`config.mk`:
```
export PLATFORM = sky130hd
export DESIGN_NAME = rs_top
export DESIGN_NICKNAME = d
export VERILOG_FILES = /design/src/hdl/rs_pkg.sv /design/src/hdl/alu_stage.sv /design/src/hdl/op_translate.sv /design/src/hdl/rename_table.sv /design/src/hdl/rs_entries.sv /design/src/hdl/rs_top.sv
export SDC_FILE = /design/constraint.sdc
export NUM_CORES = 2
export LEC_CHECK = 0
export BUFFER_PORTS_ARGS = -buffer_cell sky130_fd_sc_hd__buf_2
export CORE_UTILIZATION = 50
export CTS_CLUSTER_DIAMETER = 80
export DETAILED_ROUTE_END_ITERATION = 10
export PLACE_DENSITY = 0.67
export SYNTH_ARGS = -nofsm -noshare
export SYNTH_HDL_FRONTEND = slang
export SYNTH_HIERARCHICAL = 1
export SYNTH_SLANG_ARGS = --single-unit
```
`constraint.sdc`:
```
create_clock -name clk_in -period 5.8 [get_ports clk_in]
set_clock_uncertainty 0.15 [all_clocks]
set_input_delay 0.58 -clock clk_in [delete_from_list [all_inputs] [get_ports clk_in]]
set_output_delay 0.58 -clock clk_in [all_outputs]
set_load 0.1 [all_outputs]
```
`src/hdl/rs_pkg.sv`:
```
package rs_pkg;

    // ********************
    // Widths
    // ********************
    localparam int XLEN     = 32;
    localparam int REG_W    = 5;
    localparam int NUM_REGS = 32;
    localparam int RS_SIZE  = 4;
    localparam int SLOT_W   = 2;
    localparam int SHAMT_W  = 5;   // Shift amount bits taken from b

    // ********************
    // Internal opcodes
    // ********************
    localparam int OP_W = 6;

    localparam logic [OP_W-1:0] OP_ADD   = 6'b000000;
    localparam logic [OP_W-1:0] OP_SUB   = 6'b000001;
    localparam logic [OP_W-1:0] OP_AND   = 6'b000010;
    localparam logic [OP_W-1:0] OP_OR    = 6'b000011;
    localparam logic [OP_W-1:0] OP_XOR   = 6'b000100;
    localparam logic [OP_W-1:0] OP_SLL   = 6'b000101;
    localparam logic [OP_W-1:0] OP_SRL   = 6'b000110;
    localparam logic [OP_W-1:0] OP_SRA   = 6'b000111;
    localparam logic [OP_W-1:0] OP_SLT   = 6'b001000;
    localparam logic [OP_W-1:0] OP_SLTU  = 6'b001001;
    localparam logic [OP_W-1:0] OP_ADDI  = 6'b001010;
    localparam logic [OP_W-1:0] OP_ANDI  = 6'b001011;
    localparam logic [OP_W-1:0] OP_ORI   = 6'b001100;
    localparam logic [OP_W-1:0] OP_XORI  = 6'b001101;
    localparam logic [OP_W-1:0] OP_SLLI  = 6'b001110;
    localparam logic [OP_W-1:0] OP_SRLI  = 6'b001111;
    localparam logic [OP_W-1:0] OP_SRAI  = 6'b010000;
    localparam logic [OP_W-1:0] OP_SLTI  = 6'b010001;
    localparam logic [OP_W-1:0] OP_SLTIU = 6'b010010;
    localparam logic [OP_W-1:0] OP_AUIPC = 6'b100011;
    localparam logic [OP_W-1:0] OP_LUI   = 6'b100100;

    // ********************
    // ALU operations
    // ********************
    localparam int ALU_W = 4;

    localparam logic [ALU_W-1:0] ALU_ADD  = 4'b0000;
    localparam logic [ALU_W-1:0] ALU_SUB  = 4'b0001;
    localparam logic [ALU_W-1:0] ALU_AND  = 4'b0010;
    localparam logic [ALU_W-1:0] ALU_OR   = 4'b0011;
    localparam logic [ALU_W-1:0] ALU_XOR  = 4'b0100;
    localparam logic [ALU_W-1:0] ALU_SLL  = 4'b0101;
    localparam logic [ALU_W-1:0] ALU_SRL  = 4'b0110;
    localparam logic [ALU_W-1:0] ALU_SRA  = 4'b0111;
    localparam logic [ALU_W-1:0] ALU_SLT  = 4'b1000;
    localparam logic [ALU_W-1:0] ALU_SLTU = 4'b1001;

endpackage

```
`src/hdl/alu_stage.sv`:
```
`timescale 1ns/1ps

module alu_stage
    import rs_pkg::*;
(
    input  logic              clk_in,
    input  logic              rst_in,
    input  logic              clear,
    input  logic              issue_valid,
    input  logic [XLEN-1:0]   issue_a,
    input  logic [XLEN-1:0]   issue_b,
    input  logic [ALU_W-1:0]  issue_op,
    input  logic [REG_W-1:0]  issue_rd,
    input  logic [SLOT_W-1:0] issue_slot,
    output logic              result_valid,
    output logic [REG_W-1:0]  result_rd,
    output logic [XLEN-1:0]   result_data,
    output logic [SLOT_W-1:0] result_slot
);

    logic [XLEN-1:0]    alu_out;
    logic [SHAMT_W-1:0] shamt;

    assign shamt = issue_b[SHAMT_W-1:0];

    always_comb begin
        case (issue_op)
            ALU_ADD:  alu_out = issue_a + issue_b;
            ALU_SUB:  alu_out = issue_a - issue_b;
            ALU_AND:  alu_out = issue_a & issue_b;
            ALU_OR:   alu_out = issue_a | issue_b;
            ALU_XOR:  alu_out = issue_a ^ issue_b;
            ALU_SLL:  alu_out = issue_a << shamt;
            ALU_SRL:  alu_out = issue_a >> shamt;
            ALU_SRA:  alu_out = $signed(issue_a) >>> shamt;
            ALU_SLT:  alu_out = XLEN'($signed(issue_a) < $signed(issue_b));
            ALU_SLTU: alu_out = XLEN'(issue_a < issue_b);
            default:  alu_out = '0;
        endcase
    end

    // One-cycle broadcast
    always_ff @(posedge clk_in or posedge rst_in) begin
        if (rst_in)
            result_valid <= 1'b0;
        else
            result_valid <= issue_valid && !clear;
    end

    always_ff @(posedge clk_in) begin
        if (issue_valid) begin
            result_data <= alu_out;
            result_rd   <= issue_rd;
            result_slot <= issue_slot;
        end
    end

endmodule

```
`src/hdl/op_translate.sv`:
```
`timescale 1ns/1ps

module op_translate
    import rs_pkg::*;
(
    input  logic [OP_W-1:0]  op,
    output logic [ALU_W-1:0] alu_op,
    output logic             use_rs1,
    output logic             use_rs2,
    output logic             a_from_pc,
    output logic             b_from_imm
);

    logic reg_form;
    logic imm_form;

    assign reg_form = op inside {OP_ADD, OP_SUB, OP_AND, OP_OR, OP_XOR,
                                 OP_SLL, OP_SRL, OP_SRA, OP_SLT, OP_SLTU};
    assign imm_form = op inside {OP_ADDI, OP_ANDI, OP_ORI, OP_XORI, OP_SLLI,
                                 OP_SRLI, OP_SRAI, OP_SLTI, OP_SLTIU};

    // Operand sources
    assign use_rs1    = reg_form || imm_form;   // LUI leaves a at zero
    assign use_rs2    = reg_form;
    assign a_from_pc  = (op == OP_AUIPC);
    assign b_from_imm = imm_form || (op == OP_AUIPC) || (op == OP_LUI);

    always_comb begin
        case (op)
            OP_ADD, OP_ADDI, OP_AUIPC, OP_LUI: alu_op = ALU_ADD;
            OP_SUB:                            alu_op = ALU_SUB;
            OP_AND, OP_ANDI:                   alu_op = ALU_AND;
            OP_OR, OP_ORI:                     alu_op = ALU_OR;
            OP_XOR, OP_XORI:                   alu_op = ALU_XOR;
            OP_SLL, OP_SLLI:                   alu_op = ALU_SLL;
            OP_SRL, OP_SRLI:                   alu_op = ALU_SRL;
            OP_SRA, OP_SRAI:                   alu_op = ALU_SRA;
            OP_SLT, OP_SLTI:                   alu_op = ALU_SLT;
            OP_SLTU, OP_SLTIU:                 alu_op = ALU_SLTU;
            default:                           alu_op = ALU_ADD;  // Illegal, no sources
        endcase
    end

endmodule

```
`src/hdl/rename_table.sv`:
```
`timescale 1ns/1ps

module rename_table
    import rs_pkg::*;
(
    input  logic              clk_in,
    input  logic              rst_in,
    input  logic              clear,
    input  logic [REG_W-1:0]  rs1,
    input  logic [REG_W-1:0]  rs2,
    input  logic              alloc,
    input  logic [REG_W-1:0]  alloc_rd,
    input  logic [SLOT_W-1:0] alloc_slot,
    input  logic              bcast_valid,
    input  logic [REG_W-1:0]  bcast_rd,
    input  logic [SLOT_W-1:0] bcast_slot,
    output logic              rs1_hit,
    output logic              rs2_hit,
    output logic [SLOT_W-1:0] rs1_slot,
    output logic [SLOT_W-1:0] rs2_slot
);

    logic [NUM_REGS-1:0] map_busy;
    logic [SLOT_W-1:0]   map_slot [NUM_REGS];
    logic                map_write;
    logic                map_release;

    assign rs1_hit  = map_busy[rs1];
    assign rs2_hit  = map_busy[rs2];
    assign rs1_slot = map_slot[rs1];
    assign rs2_slot = map_slot[rs2];

    assign map_write   = alloc && (alloc_rd != '0);   // x0 never mapped
    // Only the youngest producer releases the mapping
    assign map_release = bcast_valid && map_busy[bcast_rd]
                         && (map_slot[bcast_rd] == bcast_slot)
                         && !(alloc && (alloc_rd == bcast_rd));

    always_ff @(posedge clk_in or posedge rst_in) begin
        if (rst_in) begin
            map_busy <= '0;
        end else if (clear) begin
            map_busy <= '0;
        end else begin
            if (map_release)
                map_busy[bcast_rd] <= 1'b0;
            if (map_write)
                map_busy[alloc_rd] <= 1'b1;
        end
    end

    always_ff @(posedge clk_in) begin
        if (map_write)
            map_slot[alloc_rd] <= alloc_slot;
    end

endmodule

```
`src/hdl/rs_entries.sv`:
```
`timescale 1ns/1ps

module rs_entries
    import rs_pkg::*;
(
    input  logic              clk_in,
    input  logic              rst_in,
    input  logic              clear,
    input  logic              dispatch_valid,
    input  logic [OP_W-1:0]   dispatch_op,
    input  logic [REG_W-1:0]  dispatch_rd,
    input  logic [XLEN-1:0]   dispatch_imm,
    input  logic [XLEN-1:0]   dispatch_pc,
    input  logic [XLEN-1:0]   reg_rdata1,
    input  logic [XLEN-1:0]   reg_rdata2,
    input  logic              rs1_hit,
    input  logic              rs2_hit,
    input  logic [SLOT_W-1:0] rs1_slot,
    input  logic [SLOT_W-1:0] rs2_slot,
    input  logic              bcast_valid,
    input  logic [SLOT_W-1:0] bcast_slot,
    input  logic [XLEN-1:0]   bcast_data,
    output logic              dispatch_ready,
    output logic              alloc,
    output logic [SLOT_W-1:0] alloc_slot,
    output logic              issue_valid,
    output logic [XLEN-1:0]   issue_a,
    output logic [XLEN-1:0]   issue_b,
    output logic [ALU_W-1:0]  issue_op,
    output logic [REG_W-1:0]  issue_rd,
    output logic [SLOT_W-1:0] issue_slot
);

    logic [RS_SIZE-1:0] busy, issued, a_rdy, b_rdy, a_wake, b_wake;
    logic [ALU_W-1:0]   op_q  [RS_SIZE];
    logic [REG_W-1:0]   rd_q  [RS_SIZE];
    logic [XLEN-1:0]    a_val [RS_SIZE];
    logic [XLEN-1:0]    b_val [RS_SIZE];
    logic [SLOT_W-1:0]  a_tag [RS_SIZE];
    logic [SLOT_W-1:0]  b_tag [RS_SIZE];

    logic [ALU_W-1:0]  new_op;
    logic              use_rs1, use_rs2, a_from_pc, b_from_imm;
    logic [XLEN-1:0]   a_new, b_new;
    logic              a_new_rdy, b_new_rdy;
    logic              free_found, sel_found;
    logic [SLOT_W-1:0] free_slot, sel_slot;

    op_translate op_translate_i (
        .op         (dispatch_op),
        .alu_op     (new_op),
        .use_rs1    (use_rs1),
        .use_rs2    (use_rs2),
        .a_from_pc  (a_from_pc),
        .b_from_imm (b_from_imm)
    );

    // ********************
    // Allocation and select
    // ********************
    always_comb begin
        free_found = 1'b0;
        free_slot  = '0;
        sel_found  = 1'b0;
        sel_slot   = '0;
        for (int i = RS_SIZE - 1; i >= 0; i--) begin  // Lowest index wins
            if (!busy[i]) begin
                free_found = 1'b1;
                free_slot  = SLOT_W'(i);
            end
            if (busy[i] && !issued[i] && a_rdy[i] && b_rdy[i]) begin
                sel_found = 1'b1;
                sel_slot  = SLOT_W'(i);
            end
        end
    end

    assign dispatch_ready = free_found;
    assign alloc          = dispatch_valid && free_found;
    assign alloc_slot     = free_slot;

    // Operand capture at dispatch
    always_comb begin
        a_new     = '0;
        a_new_rdy = 1'b1;
        if (!use_rs1) begin
            a_new = a_from_pc ? dispatch_pc : '0;
        end else if (!rs1_hit) begin
            a_new = reg_rdata1;
        end else if (bcast_valid && (bcast_slot == rs1_slot)) begin
            a_new = bcast_data;   // Producer broadcasting now
        end else begin
            a_new_rdy = 1'b0;
        end
    end

    always_comb begin
        b_new     = '0;
        b_new_rdy = 1'b1;
        if (!use_rs2) begin
            b_new = b_from_imm ? dispatch_imm : '0;
        end else if (!rs2_hit) begin
            b_new = reg_rdata2;
        end else if (bcast_valid && (bcast_slot == rs2_slot)) begin
            b_new = bcast_data;
        end else begin
            b_new_rdy = 1'b0;
        end
    end

    // Wakeup on matching broadcast
    always_comb begin
        for (int i = 0; i < RS_SIZE; i++) begin
            a_wake[i] = bcast_valid && busy[i] && !a_rdy[i] && (a_tag[i] == bcast_slot);
            b_wake[i] = bcast_valid && busy[i] && !b_rdy[i] && (b_tag[i] == bcast_slot);
        end
    end

    // ********************
    // Entry state
    // ********************
    always_ff @(posedge clk_in or posedge rst_in) begin
        if (rst_in) begin
            busy        <= '0;
            issued      <= '0;
            a_rdy       <= '0;
            b_rdy       <= '0;
            issue_valid <= 1'b0;
        end else if (clear) begin
            busy        <= '0;
            issue_valid <= 1'b0;
        end else begin
            a_rdy <= a_rdy | a_wake;
            b_rdy <= b_rdy | b_wake;
            if (bcast_valid)
                busy[bcast_slot] <= 1'b0;  // Slot retires with its broadcast
            issue_valid <= sel_found;
            if (sel_found)
                issued[sel_slot] <= 1'b1;
            if (alloc) begin
                busy[free_slot]   <= 1'b1;
                issued[free_slot] <= 1'b0;
                a_rdy[free_slot]  <= a_new_rdy;
                b_rdy[free_slot]  <= b_new_rdy;
            end
        end
    end

    always_ff @(posedge clk_in) begin
        for (int i = 0; i < RS_SIZE; i++) begin
            if (a_wake[i])
                a_val[i] <= bcast_data;
            if (b_wake[i])
                b_val[i] <= bcast_data;
        end
        if (sel_found) begin
            issue_a    <= a_val[sel_slot];
            issue_b    <= b_val[sel_slot];
            issue_op   <= op_q[sel_slot];
            issue_rd   <= rd_q[sel_slot];
            issue_slot <= sel_slot;
        end
        if (alloc) begin
            op_q[free_slot]  <= new_op;
            rd_q[free_slot]  <= dispatch_rd;
            a_val[free_slot] <= a_new;
            b_val[free_slot] <= b_new;
            a_tag[free_slot] <= rs1_slot;
            b_tag[free_slot] <= rs2_slot;
        end
    end

endmodule

```
`src/hdl/rs_top.sv`:
```
`timescale 1ns/1ps

module rs_top
    import rs_pkg::*;
(
    input  logic              clk_in,
    input  logic              rst_in,
    input  logic              clear,
    input  logic              dispatch_valid,
    input  logic [OP_W-1:0]   dispatch_op,
    input  logic [REG_W-1:0]  dispatch_rd,
    input  logic [REG_W-1:0]  dispatch_rs1,
    input  logic [REG_W-1:0]  dispatch_rs2,
    input  logic [XLEN-1:0]   dispatch_imm,
    input  logic [XLEN-1:0]   dispatch_pc,
    input  logic [XLEN-1:0]   reg_rdata1,
    input  logic [XLEN-1:0]   reg_rdata2,
    output logic              dispatch_ready,
    output logic              result_valid,
    output logic [REG_W-1:0]  result_rd,
    output logic [XLEN-1:0]   result_data,
    output logic [SLOT_W-1:0] result_slot
);

    logic              rs1_hit, rs2_hit;
    logic [SLOT_W-1:0] rs1_slot, rs2_slot;
    logic              alloc;
    logic [SLOT_W-1:0] alloc_slot;
    logic              issue_valid;
    logic [XLEN-1:0]   issue_a, issue_b;
    logic [ALU_W-1:0]  issue_op;
    logic [REG_W-1:0]  issue_rd;
    logic [SLOT_W-1:0] issue_slot;

    rename_table rename_table_i (
        .clk_in, .rst_in, .clear,
        .rs1         (dispatch_rs1),
        .rs2         (dispatch_rs2),
        .alloc, .alloc_slot,
        .alloc_rd    (dispatch_rd),
        .bcast_valid (result_valid),
        .bcast_rd    (result_rd),
        .bcast_slot  (result_slot),
        .rs1_hit, .rs2_hit, .rs1_slot, .rs2_slot
    );

    rs_entries rs_entries_i (
        .clk_in, .rst_in, .clear,
        .dispatch_valid, .dispatch_op, .dispatch_rd, .dispatch_imm, .dispatch_pc,
        .reg_rdata1, .reg_rdata2,
        .rs1_hit, .rs2_hit, .rs1_slot, .rs2_slot,
        .bcast_valid (result_valid),   // Broadcast loops back
        .bcast_slot  (result_slot),
        .bcast_data  (result_data),
        .dispatch_ready, .alloc, .alloc_slot,
        .issue_valid, .issue_a, .issue_b, .issue_op, .issue_rd, .issue_slot
    );

    alu_stage alu_stage_i (
        .clk_in, .rst_in, .clear,
        .issue_valid, .issue_a, .issue_b, .issue_op, .issue_rd, .issue_slot,
        .result_valid, .result_rd, .result_data, .result_slot
    );

endmodule

```
## Word-level counts from Yosys, hierarchy flattened

Memories as Yosys holds them, arrays and structs flattened. A register that Yosys moved wholly into a read port is not among the register bits.
Cells that the tools add are included.

| word-level totals | value |
|---|---|
| memories kept | 8 |
| word-level logic and storage cells | 245 |
| output and inout port bits | 41 |
| memory bits (writable) | 372 |
| bits in read-only memories | 256 |
| register bits after elaboration | 91 |
| bits of input ports | 153 |

| operators by class | value |
|---|---|
| equal/unequal tests | 41 |
| muxes and demuxes | 84 |
| bitwise operators | 14 |
| reduce and logical (&&, ||, !) cells | 68 |
| add/subtract/negate cells | 2 |
| $lt $le $gt $ge | 14 |
| shift operators | 3 |

Memory list:

| memory | words | width | read ports | clocked after memory_dff | wr ports | line | RTL |
|---|---|---|---|---|---|---|---|
| (no name shown) | 64 | 4 | 1 | 0 | 0 | op_translate.sv:29 | `case (op)` |
| rs_entries_i.a_val | 4 | 32 | 1 | 1 | 5 | rs_entries.sv:37 | `logic [XLEN-1:0] a_val [RS_SIZE];` |
| rs_entries_i.b_val | 4 | 32 | 1 | 1 | 5 | rs_entries.sv:38 | `logic [XLEN-1:0] b_val [RS_SIZE];` |
| rename_table_i.map_slot | 32 | 2 | 3 | 1 | 1 | rename_table.sv:24 | `logic [SLOT_W-1:0] map_slot [NUM_REGS];` |
| rs_entries_i.rd_q | 4 | 5 | 1 | 1 | 1 | rs_entries.sv:36 | `logic [REG_W-1:0] rd_q [RS_SIZE];` |
| rs_entries_i.op_q | 4 | 4 | 1 | 1 | 1 | rs_entries.sv:35 | `logic [ALU_W-1:0] op_q [RS_SIZE];` |
| +2 memories | n/a | n/a | n/a | n/a | n/a | n/a |  |

Operators with widths:

| cell | count |
|---|---|
| 2-to-1 mux 32 bit | 12 |
| case mux 32 bit (10 select lines) | 1 |
| bitwise AND 32 bit | 2 |
| less-than comparator 32 bit | 2 |
| OR 32 bit | 2 |
| equality test 6 x 4 -> 1 bit, second input constant | 8 |
| logical AND 1 bit | 46 |
| 2-to-1 mux 1 bit | 43 |
| 2-to-1 mux 4 bit | 9 |
| adder 32 bit | 1 |
| NOT 32 bit | 1 |
| << shifter 32 x 5 -> 32 bit | 1 |
| >> shifter 32 x 5 -> 32 bit | 1 |
| >>> shifter 32 x 5 -> 32 bit | 1 |
| subtractor 32 bit | 1 |
| XOR 32 bit | 1 |
| equality test 6 x 3 -> 1 bit, second input constant | 4 |
| less-than comparator 5 x 6 -> 1 bit, second input constant | 4 |
| equality test 2 bit | 11 |
| equality test 6 x 5 -> 1 bit, second input constant | 3 |
| equality test 4 x 3 -> 1 bit, second input constant | 4 |
| 2-to-1 mux 2 bit | 8 |
| OR 4 bit | 4 |
| binary-select mux 1 bit (select 5 bit) | 3 |
| 23 further kinds | 53 |

## Depth between registers and ports, before layout

| depth | value |
|---|---|
| word-level depth | 17 |
| mapped depth | 16 |
| depth with buffers taken out | 12 |

## Cells and area by module

The synthesis kept the hierarchy.

Modules (own cells, without submodules):

| module | times used | cells an instance | area an instance (sq um) | seq. area each (sq um) |
|---|---|---|---|---|
| rs_entries | 1 | 1718 | 19262.2 | 11926.4 |
| alu_stage | 1 | 1311 | 9760.6 | 1196.1 |
| rename_table | 1 | 450 | 6050.8 | 2722.6 |
| op_translate | 1 | 48 | 337.8 | 0.0 |

## Least setup slack after synthesis

Ideal clock, no wire load.

| timing | value |
|---|---|
| path kind | register to register |
| start | register alu_stage_i.result_slot[1] |
| end | memory rs_entries_i.a_val[0][0] (enable) |
| path buffers | 1 |
| period minus slack after synthesis | 4.689 ns |
| data arrival time | 4.073 ns |
| setup slack | 1.111 ns |
| required time | 5.184 ns |
| stages on the path, launching flop included | 5 |
| library setup time | 0.466 ns |
| path through | edfxtp_1 buf_2 xnor2_1 nand4_1 o21ai_0 |

RTL lines:

| element | line | RTL |
|---|---|---|
| start, declared | alu_stage.sv:18 | `output logic [SLOT_W-1:0] result_slot` |
| start signal, assigned | alu_stage.sv:54 | `result_slot <= issue_slot;` |
| end, declared | rs_entries.sv:37 |  |

## Final worst setup path

| timing | value |
|---|---|
| start | register rs_entries_i.issue_a[10], read port of rs_entries_i.a_val |
| end | register alu_stage_i.result_data[31] (data pin) |

| on the way | value |
|---|---|
| cells in the longest elaborated chain, start to end | 2 |
| elaborated cells between the ends (all ways) | 6 |
| those cells by class | add/sub (2); shift (3); mux (1) |

Ends and longest elaborated chain:

| element | line | RTL |
|---|---|---|
| start, declared | rs_entries.sv:27 | `output logic [XLEN-1:0] issue_a,` |
| subtractor 32 bit (tied with other cells) | alu_stage.sv:29 | `ALU_SUB: alu_out = issue_a - issue_b;` |
| case mux 32 bit (10 select lines) * | alu_stage.sv:27 | `case (issue_op)` |
| net alu_stage_i.alu_out[31] | alu_stage.sv:21 | `logic [XLEN-1:0] alu_out;` |
| end signal, assigned | alu_stage.sv:52 | `result_data <= alu_out;` |
| end, declared | alu_stage.sv:17 | `output logic [XLEN-1:0] result_data,` |

The timed path passes the listed nets; every way through them passes the cells marked *.
A chain may end at the register's enable or synchronous reset.

==> out/qor.txt <==
outcome: finished, final reports clean
post-synthesis mux area share: 10.16%
synthesis-stage register bit count: 536
Synth area leaders: edfxtp_1, mux4_2, o21ai_0, nand2_1, ha_1
relative slew slack: 12.67%
die width: 268.1 um
Crit. End Element: register
Initial Util: 50.57%
DPL Wire Length: 87500 um
TritonCTS Buffers: 58
Final Routed Wirelength: 131400 um
Antenna diodes: 0
Worst Setup Start Kind: register
clk_lat worst skew: 0.66 ns
number of I/O pins: 194
most numerous cell in the Yosys netlist: edfxtp_1
drt pass-1 iters: 6
drt drc: 0
initial antenna violation count: 0
drt wl/cell: 28.92 um
total core area: 0.07003 sq mm
yosys warns: 6
adder-cell share of the synthesized area: 3.752%
setup TNS: 0 ns
Worst-path clk slew: 0.06 ns
Final nets: 3813
post-DR vias/cell: 6.948
crit share post-route: 79.07%
PwrDens: 303.4 mW/mm^2
Max-Cap Viols: 0
H-tree levels: 2
FILL cells: 6140
xor-xnor portion of the synthesized cell area: 0.8162%
share of cells above drive strength 1: 15.16%
Max Clock Freq: 0.2180 GHz
share of the synthesized area in the top cell type: 41.21%
VDD IR max: 282.7 uV
RSZ-0062 raised after global routing: no
compound-cell area share of the yosys netlist: 21.93%
Root Buffer Master: clkbuf_16
Resized cells post-CTS: 0
library cells used by synthesis: 97
Vias: 31560
Final GP Congestion: 1.020
commonest register cell after synthesis: edfxtp_1
cell area after synthesis: 0.03541 sq mm
Critical Path RT: 6.01 ns
syn_area_per_cell: 10.04 sq um
Post-Synth Simple-Gate Area: 13.26%
crit path kind: register to register
Synth area leader: edfxtp_1
actual slew at the worst max-slew pin: 1.305 ns
post-synthesis async set-or-reset flop share: 9.328%
clk buf depth: 3
post-route ant nets: 0
vias in the first global route: 29420
setup bufs post-CTS: 0
die area: 0.07189 sq mm
Leak: 14.27 nW
largest family of logic cells by synthesized area: compound AO/OA/AOI/OAI gates
Final Max Slew Viols: 0
DRT iter0 DRCs: 4616
Seq/Total Area, Yosys: 44.75%
row count: 97
Final setup viols: 0
gr usage total: 35.92%
Port Buffers: 193
worst hold slack: 0.1031 ns
Area growth syn-to-layout: 10.22%
CTS tree: yes
CTS sink count: 536
worst-path maximum fanout: 10
final-report hold violation count: 0
CTS Hold Bufs: 1
number of synthesized flops with an enable pin: 486
first-pass GRT wire length: 190500 um
Die H: 268.1 um
WP data arrival: 4.79 ns
crit path time final: 4.586 ns
total grt overflow: 0
Synth top cells by count: edfxtp_1, nand2_1, o21ai_0, nor2_1, a21oi_1
largest net degree at the start of global routing: 70
Hold Path Class: primary input to register
Cells after Synth: 3527
[cell usage in the layout, fill, tap and decap left out, types with 13 or more instances in the layout]
master,instances
a211oi_1,53
a21o_1,47
a21oi_1,207
a221o_1,49
a221oi_1,20
a22o_1,35
a22oi_1,67
a31oi_1,47
buf_2,193
buf_4,73
clkbuf_16,58
clkinv_2,13
dfrtp_1,48
edfxtp_1,486
ha_1,103
inv_1,143
mux2_2,22
mux2i_1,94
mux4_2,99
nand2_1,384
nand2b_1,22
nand3_1,66
nand4_1,60
nor2_1,280
nor2b_1,24
nor3_1,33
nor4b_1,33
o211ai_1,32
o21ai_0,380
o21bai_1,15
o221ai_1,13
o22ai_1,38
o2bb2ai_1,33
o32ai_1,34
xnor2_1,15
[state kept, by name (all words and copies together), names as in the netlist, 5 cells and up]
name / flops
rs_entries_i/op_q: 16
rs_entries_i/a_tag: 8
rs_entries_i/rd_q: 20
rs_entries_i/issue_b: 32
rs_entries_i/issue_rd: 5
alu_stage_i/result_data: 32
rename_table_i/map_busy: 32
rs_entries_i/issue_a: 32
rs_entries_i/b_tag: 8
rename_table_i/map_slot: 64
rs_entries_i/b_val: 128
rs_entries_i/a_val: 128
alu_stage_i/result_rd: 5
[critical path, cell delays in order (launching register included)]
cell	delay, ns
edfxtp_1	0.72
inv_1	0.12
ha_1	0.50
nand4_1	0.19
nor3_1	0.24
a211o_1	0.35
o22ai_1	0.23
o32ai_1	0.79
a311o_1	0.38
o211a_1	0.20
nor3_1	0.05
a211o_1	0.34
[metrics by stage]
stage | instances | setup WS, ns | power, mW | utilization [%] | area [sq um]
after CTS | 4542 | 1.334 | 11.75 | 55.73 | 39030
after global routing | 4542 | 1.071 | 12.20 | 55.73 | 39030
after floorplan | 3528 | 1.111 | 6.960 | - | 35420
after detailed placement | 4434 | 1.052 | 7.997 | 52.95 | 37080
final | 4542 | 1.214 | 11.84 | 55.73 | 39030
after global placement | 4434 | 1.140 | 7.974 | 52.95 | 37080
[cell type report]
| cell class | instances | area (sq um) | share of cell area, % |
|---|---|---|---|
| Tap cell | 940 | 1176 | 3.013 |
| Clock inverter | 43 | 464.2 | 1.189 |
| Inverter | 145 | 544.3 | 1.395 |
| Sequential cell | 536 | 15850 | 40.60 |
| Clock buffer | 64 | 1474 | 3.776 |
| Multi-Input combinational cell | 2544 | 17940 | 45.96 |
| Timing Repair Buffer | 270 | 1584 | 4.058 |
[path summary, 6_finish.rpt]
kind / from / end / slack [ns] / depth (start not counted)
max: rs_entries_i/issue_a[10] / alu_stage_i/result_data[31] / 1.21 / 11
min: dispatch_rd[0] / rs_entries_i/rd_q[1][0] / 0.10 / 1
min reg2reg: rs_entries_i/issue_rd[4] / alu_stage_i/result_rd[4] / 0.28 / 0
max reg2reg: rs_entries_i/issue_a[10] / alu_stage_i/result_data[31] / 1.21 / 11
min in group asynchronous: rst_in / alu_stage_i/result_valid / 0.17 / 3
max in group asynchronous: rst_in / rs_entries_i/issue_valid / 4.53 / 3
[power breakdown]
part / switching, mW / internal, mW / total (mW)
registers: 0.306 / 4.53 / 4.84
logic: 2.15 / 1.06 / 3.21
clock network: 1.67 / 2.13 / 3.80
total: 4.13 / 7.72 / 11.8
[per-layer routing]
layer  up-vias  routed length [um]  GRT usage [%]
met3       452               15660          7.065
met1     15200               48950          48.07
met2      2345               59570          55.93
met4         0                7178          17.56
met5         -                   0              0
li1      13560                   -              -
[kinds of logic after synthesis]
logic type                 after synthesis
and+or+nand+nor                        999
buffers and inverters                  448
DFF                                    536
AOI/OAI and AO/OA                     1186
other                                    1
muxes                                  222
adders and majority gates              105
xor gates and xnor gates                30
Note: power is estimated with default switching activity, not from simulation.
